## config.mk

```make
export PLATFORM = sky130hd
export DESIGN_NAME = cp0_unit
export DESIGN_NICKNAME = d
export VERILOG_FILES = /design/src/cp0_pkg.sv /design/src/cp0_decode.sv /design/src/cp0_regs.sv /design/src/cp0_commit.sv /design/src/cp0_unit.sv
export VERILOG_INCLUDE_DIRS = /design/src /design/src/src
export SDC_FILE = /design/constraint.sdc
export NUM_CORES = 1
export LEC_CHECK = 0
export CAP_MARGIN = 5
export CORE_MARGIN = 2
export CORE_UTILIZATION = 40
export CTS_CLUSTER_SIZE = 30
export DETAILED_ROUTE_END_ITERATION = 8
export DONT_BUFFER_PORTS = 1
export PLACE_DENSITY = 0.55
export SYNTH_ARGS = -nofsm -noshare
export SYNTH_HDL_FRONTEND = slang
export SYNTH_SLANG_ARGS = --single-unit
```

## constraint.sdc

```tcl
create_clock -name clk -period 4.4 [get_ports clk]
set_input_delay 0.88 -clock clk [delete_from_list [all_inputs] [get_ports clk]]
set_output_delay 0.88 -clock clk [all_outputs]
set_load 0.01 [all_outputs]
```

## src/cp0_cfg.svh

```systemverilog
`ifndef CP0_CFG_SVH
`define CP0_CFG_SVH

////////////////////
// cp0 register addresses (rd field)
`define CP0_REG_COUNT    5'd9
`define CP0_REG_STATUS   5'd12
`define CP0_REG_CAUSE    5'd13
`define CP0_REG_EPC      5'd14

////////////////////
// status after reset, all int masks open, ie set
`define CP0_STATUS_RESET 32'h0000_ff01

// common trap entry point
`define CP0_EXC_VECTOR   32'h0000_0380

// exc codes, land in cause[6:2]
`define CP0_EXC_INT      5'd0
`define CP0_EXC_SYS      5'd8

`endif

```

## src/cp0_pkg.sv

```systemverilog
package cp0_pkg;

    ////////////////////
    // decoded instruction kinds
    typedef enum logic [2:0] {
        OP_NONE,     // not a cp0 instruction
        OP_MFC0,
        OP_MTC0,
        OP_SYSCALL,
        OP_ERET
    } cp0_op_e;

    // what the register stage decided this cycle
    typedef enum logic [1:0] {
        TRAP_NONE,
        TRAP_SYSCALL,
        TRAP_INTR,
        TRAP_ERET
    } cp0_trap_e;

    ////////////////////
    typedef struct packed {
        logic        valid;
        cp0_op_e     op;
        logic [4:0]  addr;   // rd field, cp0 reg number
        logic [31:0] wdata;  // rt value for mtc0
        logic [31:0] pc;     // pc of the instruction itself
    } cp0_req_t;

    typedef struct packed {
        logic [31:0] status;
        logic [31:0] cause;
        logic [31:0] epc;
        logic [31:0] count;
    } cp0_state_t;

    // target is the saved pc on entry, the return pc on eret
    typedef struct packed {
        cp0_trap_e   kind;
        logic [31:0] target;
    } cp0_event_t;

endpackage

```

## src/cp0_decode.sv

```systemverilog
`timescale 1ns/1ps

module cp0_decode import cp0_pkg::*; (
    input  logic        clk,
    input  logic        rst_n,
    input  logic        instr_valid,  // one-cycle strobe
    input  logic [31:0] instr,
    input  logic [31:0] instr_pc,
    input  logic [31:0] rt_data,
    output cp0_req_t    req
);

    ////////////////////
    // instruction fields
    logic [5:0] opcode;
    logic [4:0] rs;
    logic [4:0] rd;
    logic [5:0] funct;
    logic       co;    // bit 25, coprocessor op form

    cp0_op_e op_dec;

    assign opcode = instr[31:26];
    assign rs     = instr[25:21];
    assign rd     = instr[15:11];
    assign funct  = instr[5:0];
    assign co     = instr[25];

    ////////////////////
    // opcode match
    always_comb begin
        op_dec = OP_NONE;
        if (opcode == 6'b010000) begin           // COP0
            if (co && funct == 6'b011000)
                op_dec = OP_ERET;
            else if (rs == 5'b00000)
                op_dec = OP_MFC0;
            else if (rs == 5'b00100)
                op_dec = OP_MTC0;
        end else if (opcode == 6'b000000) begin  // SPECIAL
            if (funct == 6'b001100)
                op_dec = OP_SYSCALL;
        end
    end

    ////////////////////
    // request register, one cycle after the strobe
    always_ff @(posedge clk or negedge rst_n) begin
        if (!rst_n) begin
            req.valid <= 1'b0;
            req.op    <= OP_NONE;
            req.addr  <= 5'd0;
            req.wdata <= 32'd0;
            req.pc    <= 32'd0;
        end else begin
            // non-cp0 words leave valid low
            req.valid <= instr_valid && (op_dec != OP_NONE);
            req.op    <= instr_valid ? op_dec : OP_NONE;
            req.addr  <= rd;          // only meaningful for mfc0/mtc0
            req.wdata <= rt_data;
            req.pc    <= instr_pc;
        end
    end

endmodule

```

## src/cp0_regs.sv

```systemverilog
`timescale 1ns/1ps
`include "cp0_cfg.svh"

module cp0_regs import cp0_pkg::*; (
    input  logic        clk,
    input  logic        rst_n,
    input  cp0_req_t    req,
    input  logic [31:0] resume_pc,  // where to come back after an interrupt
    input  logic [7:0]  hw_intr,    // level inputs, sampled each cycle
    output cp0_state_t  state,
    output cp0_event_t  evt
);

    ////////////////////
    // request qualifiers
    logic is_mtc0;
    logic is_sys;
    logic is_eret;
    logic wr_cause;  // mtc0 to cause, beats interrupt sampling
    logic wr_count;

    assign is_mtc0  = req.valid && (req.op == OP_MTC0);
    assign is_sys   = req.valid && (req.op == OP_SYSCALL);
    assign is_eret  = req.valid && (req.op == OP_ERET);
    assign wr_cause = is_mtc0 && (req.addr == `CP0_REG_CAUSE);
    assign wr_count = is_mtc0 && (req.addr == `CP0_REG_COUNT);

    ////////////////////
    // interrupt test, the only place it is done
    logic       ie;
    logic [7:0] pend;
    logic       intr_take;

    assign ie   = state.status[0];
    assign pend = state.status[15:8] & state.cause[15:8];  // masked pending lines

    // only in an idle cycle, no nesting
    assign intr_take = !req.valid && ie && (|pend);

    ////////////////////
    // trap decision, same cycle as the request
    always_comb begin
        evt.kind   = TRAP_NONE;
        evt.target = state.epc;
        if (is_sys) begin
            // syscall with ie clear is dropped
            if (ie) begin
                evt.kind   = TRAP_SYSCALL;
                evt.target = req.pc;      // epc gets the syscall itself
            end
        end else if (is_eret) begin
            evt.kind   = TRAP_ERET;
            evt.target = state.epc;       // return to saved pc
        end else if (intr_take) begin
            evt.kind   = TRAP_INTR;
            evt.target = resume_pc;
        end
    end

    ////////////////////
    // architectural registers
    always_ff @(posedge clk or negedge rst_n) begin
        if (!rst_n) begin
            state.status <= `CP0_STATUS_RESET;
            state.cause  <= 32'd0;
            state.epc    <= 32'd0;
            state.count  <= 32'd0;
        end else begin
            // free running counter
            if (wr_count)
                state.count <= req.wdata;
            else
                state.count <= state.count + 32'd1;

            if (!wr_cause)
                state.cause[15:8] <= hw_intr;  // ip bits follow the lines

            // software writes
            if (is_mtc0) begin
                case (req.addr)
                    `CP0_REG_STATUS: state.status <= req.wdata;
                    `CP0_REG_CAUSE:  state.cause  <= req.wdata;
                    `CP0_REG_EPC:    state.epc    <= req.wdata;
                    default: ;                     // count above, rest unmapped
                endcase
            end

            // trap entry and exit
            case (evt.kind)
                TRAP_SYSCALL: begin
                    state.cause[6:2] <= `CP0_EXC_SYS;
                    state.status[0]  <= 1'b0;     // mask further ints
                    state.epc        <= evt.target;
                end
                TRAP_INTR: begin
                    state.cause[6:2] <= `CP0_EXC_INT;
                    state.status[0]  <= 1'b0;
                    state.epc        <= evt.target;
                end
                TRAP_ERET: begin
                    state.status[0] <= 1'b1;      // unmask again
                end
                default: ;
            endcase
        end
    end

endmodule

```

## src/cp0_commit.sv

```systemverilog
`timescale 1ns/1ps
`include "cp0_cfg.svh"

module cp0_commit import cp0_pkg::*; (
    input  logic        clk,
    input  logic        rst_n,
    input  cp0_req_t    req,
    input  cp0_state_t  state,
    input  cp0_event_t  evt,
    output logic        rd_valid,
    output logic [31:0] rd_data,
    output logic        redirect,     // one-cycle pulse
    output logic [31:0] redirect_pc
);

    ////////////////////
    // mfc0 read mux, pre-edge state
    logic [31:0] rd_mux;
    logic        is_mfc0;
    logic        take;
    logic [31:0] target;

    assign is_mfc0 = req.valid && (req.op == OP_MFC0);

    always_comb begin
        case (req.addr)
            `CP0_REG_STATUS: rd_mux = state.status;
            `CP0_REG_CAUSE:  rd_mux = state.cause;
            `CP0_REG_EPC:    rd_mux = state.epc;
            `CP0_REG_COUNT:  rd_mux = state.count;
            default:         rd_mux = 32'd0;  // unmapped reads zero
        endcase
    end

    ////////////////////
    // redirect target
    assign take   = (evt.kind != TRAP_NONE);
    // eret goes back to epc, everything else to the vector
    assign target = (evt.kind == TRAP_ERET) ? evt.target : `CP0_EXC_VECTOR;

    // strobes
    always_ff @(posedge clk or negedge rst_n) begin
        if (!rst_n) begin
            rd_valid <= 1'b0;
            redirect <= 1'b0;
        end else begin
            rd_valid <= is_mfc0;
            redirect <= take;
        end
    end

    // data, only looked at with its strobe
    always_ff @(posedge clk) begin
        if (is_mfc0)
            rd_data <= rd_mux;
        if (take)
            redirect_pc <= target;
    end

endmodule

```

## src/cp0_unit.sv

```systemverilog
`timescale 1ns/1ps

module cp0_unit import cp0_pkg::*; (
    input  logic        clk,
    input  logic        rst_n,
    input  logic        instr_valid,
    input  logic [31:0] instr,
    input  logic [31:0] instr_pc,
    input  logic [31:0] rt_data,
    input  logic [31:0] resume_pc,
    input  logic [7:0]  hw_intr,
    output logic        rd_valid,
    output logic [31:0] rd_data,
    output logic        redirect,
    output logic [31:0] redirect_pc
);

    ////////////////////
    cp0_req_t   req;    // decode -> regs, commit
    cp0_state_t state;  // regs -> commit
    cp0_event_t evt;    // trap decision

    cp0_decode u_decode (
        .clk         (clk),
        .rst_n       (rst_n),
        .instr_valid (instr_valid),
        .instr       (instr),
        .instr_pc    (instr_pc),
        .rt_data     (rt_data),
        .req         (req)
    );

    cp0_regs u_regs (
        .clk       (clk),
        .rst_n     (rst_n),
        .req       (req),
        .resume_pc (resume_pc),
        .hw_intr   (hw_intr),
        .state     (state),
        .evt       (evt)
    );

    cp0_commit u_commit (
        .clk         (clk),
        .rst_n       (rst_n),
        .req         (req),
        .state       (state),
        .evt         (evt),
        .rd_valid    (rd_valid),
        .rd_data     (rd_data),
        .redirect    (redirect),
        .redirect_pc (redirect_pc)
    );

endmodule

```

======== Word-level counts from Yosys, hierarchy flattened ========
Cells that the tools add are included.
W data, S select, Z words.
storage, ports and cells
  bits in registers ....................... 267
  latch bits .............................. 0
  RAM bits ................................ 0
  ROM bits ................................ 0
  bits of input ports ..................... 139
  output and inout port bits .............. 66
  word-level logic and storage cells ...... 82
  memories ................................ 0
cells by class
  $add $sub $neg .......................... 1
  multipliers ............................. 0
  divide/modulo/power cells ............... 0
  magnitude comparators ................... 0
  equality and inequality tests ........... 15
  shift-type cells ........................ 0
  multiplexer cells ....................... 21
  bitwise logic cells ..................... 1
  reduce and logical (&&, ||, !) cells .... 28
operators with widths
  operator                 count
  $mux W32                 4
  $pmux W32 S4             1
  $mux W34                 3
  $mux W65                 1
  $mux W33                 1
  $add A32 B1 Y32 const B  1
  $eq A5 B4 Y1 const B     4
  $mux W3                  5
  $reduce_bool A3 Y1       5
  $eq A6 B5 Y1 const B     2
  $logic_and A1 B1 Y1      10
  $pmux W5 S2              1
  $reduce_and A2 Y1        5
  $and A8 B8 Y8            1
  $mux W8                  1
  $reduce_or A8 Y1         1
  $eq A3 B2 Y1 const B     2
  $eq A6 B4 Y1 const B     1
  $logic_not A6 Y1         1
  $reduce_bool A2 Y1       3
  $eq A5 B3 Y1 const B     1
  $logic_not A5 Y1         1
  $eq A2 B2 Y1 const B     2
  $mux W2                  2
  7 further kinds          7

======== Depth between registers and ports, before layout ========
  word-level depth ........................ 10
  gate-level depth with buffers ........... 12
  depth with buffers taken out ............ 9

======== Modules after synthesis ========
From an unflattened synthesis, not the netlist that was laid out.
unflattened totals
  cell total of the unflattened synthesis .. 1,010
  area total of the unflattened synthesis .. 12,234.2 µm²
modules (own cells, without submodules)
  module      instances  cells each  area an instance (µm²)  seq. area each (µm²)
  cp0_regs    1          700         6,912.9                 3,214.3
  cp0_commit  1          221         3,375.7                 1,971.9
  cp0_decode  1          89          1,945.6                 1,826.8

======== Worst setup path before layout ========
Ideal clock, no wire load.
  kind .................................... register to register
  from .................................... reg u_decode.req[70] (netlist name)
  to ...................................... reg u_commit.rd_data[0] (enable)
  data arrival time ....................... 2,983 ps
  data required time ...................... 3,930 ps
  slack ................................... 947 ps
  cell stages (with the launch flop) ...... 3
  path buffers ............................ 0
  clock period less this slack ............ 3,453 ps
  path through ............................ dfrtp_1 -> nand2b_1 -> nor3b_1
on the way
  word-level cells in the longest chain between the ends .. 2
ends and longest elaborated chain
  element               RTL line          RTL
  $eq A3 B1 Y1          cp0_commit.sv:23  assign is_mfc0 = req.valid && (req.op == OP_MFC0);
  $logic_and A1 B1 Y1   cp0_commit.sv:23
  net u_commit.is_mfc0  cp0_commit.sv:19  logic is_mfc0;
  to (signal assigned)  cp0_commit.sv:55  rd_data <= rd_mux;
  to (decl)             cp0_commit.sv:11  output logic [31:0] rd_data,
The timed path passes the listed nets, and every way through them passes these cells.
A chain may end at the register's enable or synchronous reset.

======== Worst setup path in the final report ========
  from .................................... reg u_regs.state[106] (netlist name)
  to ...................................... reg u_regs.state[47] (netlist name)
on the way
  word-level cells in the longest chain between the ends .. 10
  elaborated cells on any way between the ends .. 13
  classes of those cells .................. eq/ne: 2; mux: 4; bitwise: 1; reduce/logical: 6
ends and longest elaborated chain
  element                                       RTL line        RTL
  $and A8 B8 Y8 (*)                             cp0_regs.sv:35  assign pend = state.status[15:8] & state.cause[15:8];
  $reduce_or A8 Y1 (*)                          cp0_regs.sv:38  assign intr_take = !req.valid && ie && (|pend);
  $logic_and A1 B1 Y1 (*)                       cp0_regs.sv:38
  $mux W34 (*)                                  cp0_regs.sv:54  end else if (intr_take) begin
  $mux W34 (*)                                  cp0_regs.sv:51  end else if (is_eret) begin
  $mux W34 (*)                                  cp0_regs.sv:45  if (is_sys) begin
  $eq A2 B1 Y1 or $eq A2 B2 Y1 (tied branches)  cp0_regs.sv:89  case (evt.kind)
  $reduce_or A2 Y1 (no line)                    -
  $reduce_bool A2 Y1 (no line)                  -
  $reduce_and A2 Y1 (no line)                   -
Every way passes the cells marked *; elsewhere a longest branch is shown, timed or not.

==> flow_metrics.env <==
export IMPL_status="finished clean"
export IMPL_portBuffers=0
export IMPL_cts_sinks=267
export IMPL_finClkSkew_ns=0.0111
export IMPL_power_density_nw_per_um2=395
export IMPL_cts_tree="built"
export IMPL_worstSetupPathType="reg -> reg"
export IMPL_finalSetupViolCount=0
export IMPL_die_area_um2=29800
export IMPL_yosys_most_used_dff="dfrtp_1"
export IMPL_final_max_slew_viol_count=0
export IMPL_place_ws_ns=1.56
export IMPL_grt_pass1_vias=7692
export IMPL_relSlewSlack_pct=37.3
export IMPL_max_cap_violations=0
export IMPL_place_gp_congestion=0.759
export IMPL_fin_total_pwr_mw=5.02
export IMPL_drive_above_1_share_pct=15.0
export IMPL_antenna_found_initial=5
export IMPL_synth_nets=1097
export IMPL_grt_max_degree=204
export IMPL_path_clk_slew_ns=0.06
export IMPL_syn_inst=954
export IMPL_fp_dieW_um=173
export IMPL_post_cts_buffers=0
export IMPL_fin_crit_sh_pct=64.2
export IMPL_avgRoutedWirePerCell_um=23.0
export IMPL_dpl_cell_count=1285
export IMPL_cp_start_kind="flop"
export IMPL_core_area_um2=27900
export IMPL_multi_input_area_um2=4120
export IMPL_netlist_area_um2=11400
export IMPL_register_area_um2=7010
export IMPL_min_period_ns=2.82
export IMPL_crit_arrival_ns=3.30
export IMPL_timing_fmax_mhz=354
export IMPL_ioPinCount=205
export IMPL_yosysWarnings=0
export IMPL_cts_root_buffer="clkbuf_16"
export IMPL_drtPass1Iterations=6
export IMPL_initialDrtViolationCount=654
export IMPL_start_util_pct=40.7
export IMPL_dp_hpwl_um=19500
export IMPL_num_rows=61
export IMPL_max_slew_worst_pin_slew_ns=0.941
export IMPL_yosysSeqAreaShare_pct=61.6
export IMPL_whs_ns=0.0293
export IMPL_layout_commonest_cell="dfrtp_1"
export IMPL_synth_edf_count=64
export IMPL_p_leak_nw=5.10
export IMPL_required_ns=4.87
export IMPL_grt_overflow=0
export IMPL_ys_ff_latch=267
export IMPL_tns_ns=0
export IMPL_hold_viol=0
export IMPL_clk_latency_ns=0.55
export IMPL_viasPerCell=5.65
export IMPL_ant_nets=0
export IMPL_cts_made_buffers=30
export IMPL_area_delta_synth_final_pct=11.7
export IMPL_final_nets=1083
export IMPL_track_usage_pct=20.5
export IMPL_syn_avg_cell_area_um2=11.9
export IMPL_rsz0062_at_grt="no"
export IMPL_fillCellCount=2621
export IMPL_htreeDepth=1
export IMPL_synth_async_sr_flop_share_pct=76.0
export IMPL_path_max_fanout=39
export IMPL_die_h_um=173
export IMPL_vdd_drop_max_uv=265
export IMPL_grt_pass1_wl_um=47500
export IMPL_drc=0
export IMPL_instances_no_fill=1344
export IMPL_vias=7591
export IMPL_most_common_layout_cells="194 x dfrtp_1, 140 x nand2_1, 64 x edfxtp_1, 63 x a21oi_1, 60 x mux2_2"
export IMPL_yosys_cell_types_count=55
export IMPL_cts_buffer_depth=3
export IMPL_cp_end_kind="flop"
export IMPL_hold_path_class="in -> async"
export IMPL_drt_wl_total_um=31000
export IMPL_layout_setup_ws_ns=1.58
-- stage by stage --
stage | util [%] | instance area, µm²
5_1_grt | 45.5 | 12700
4_1_cts | 45.4 | 12700
3_3_place_gp | 42.1 | 11800
2_1_floorplan | - | 11400
6_report | 45.5 | 12700
3_5_place_dp | 42.1 | 11800
-- cell usage after synthesis (all sizes together) (16+ instances only) --
master / count / share of area, %
o21ai: 26 / 1.1
mux2: 61 / 6.0
and2: 37 / 2.0
clkbuf: 40 / 1.3
xor2: 19 / 1.5
a21oi: 63 / 2.8
a311oi: 29 / 2.2
a222oi: 32 / 2.8
a211oi: 32 / 2.2
nand2: 140 / 4.6
buf: 25 / 1.2
edfxtp: 64 / 17
dfrtp: 194 / 43
nand3: 16 / 0.70
nor2: 47 / 1.5
nor2b: 26 / 1.4
-- worst paths after layout --
kind	startpoint	endpoint	slack [ns]	cells after the start
min	rst_n	u_decode.req[15]	0.03	0
max in group asynchronous	rst_n	u_commit.rd_valid	3.75	1
min in group clk	instr_pc[29]	u_decode.req[29]	0.35	0
max reg2reg	u_regs.state[106]	u_regs.state[47]	1.58	8
max	u_regs.state[106]	u_regs.state[47]	1.58	8
min reg2reg	u_regs.state[103]	u_regs.state[103]	0.49	1
-- critical path, cell delays in order, from the launching register on --
cell and delay (ns):
dfstp_2 0.55, a22o_1 0.18, a221oi_4 0.06, a21bo_1 0.23, o21a_1 0.14, ha_2 0.90
buf_4 0.44, a211oi_1 0.08, a21oi_1 0.15
-- power breakdown --
group          switching (mW)  internal [mW]  leakage (nW)  total, mW
sequential             0.0416           2.57          3.09       2.61
clock                   0.971           1.40         0.454       2.37
combinational          0.0194         0.0170          1.56     0.0364
-- layout make-up --
type                       instances  area share (%)
antenna                            3          0.0591
clock buffer                      47            6.81
clock inverter                     8           0.512
inverter                           5           0.148
multi-input combinational        617            32.4
sequential                       267            55.2
tap                              378            3.72
timing repair buffer              19            1.14
-- state kept, by name, summed over array words and instances (netlist names) --
signal	flops
u_commit.redirect_pc	32
u_commit.rd_valid	1
u_decode.req	73
u_regs.state	128
u_commit.rd_data	32
u_commit.redirect	1
-- timing repair --
action                                  CTS  global route
hold endpoints to repair                  0             1
gates resized for setup                   0             0
endpoints found under the setup margin    0             0
hold buffers                              0             1
-- cells by family after synthesis --
kind of cell | Yosys count | synth area share [%]
buffers and inverters | 70 | 2.68
AND/OR/NAND/NOR | 318 | 14.0
flip-flops | 267 | 61.6
AO/OA/AOI/OAI | 197 | 12.3
XOR/XNOR | 29 | 2.23
multiplexers | 69 | 6.74
adder cells (fa/ha/maj) | 4 | 0.440
-- layer usage --
metal	global-route usage, %	vias up	wire [µm]
met5	0	-	7
met4	4.84	2	619
met3	5.28	43	2020
met2	34.8	220	15400
met1	26.5	3858	12900
li1	-	3468	-
No activity file was read; power rests on OpenSTA's default activity.
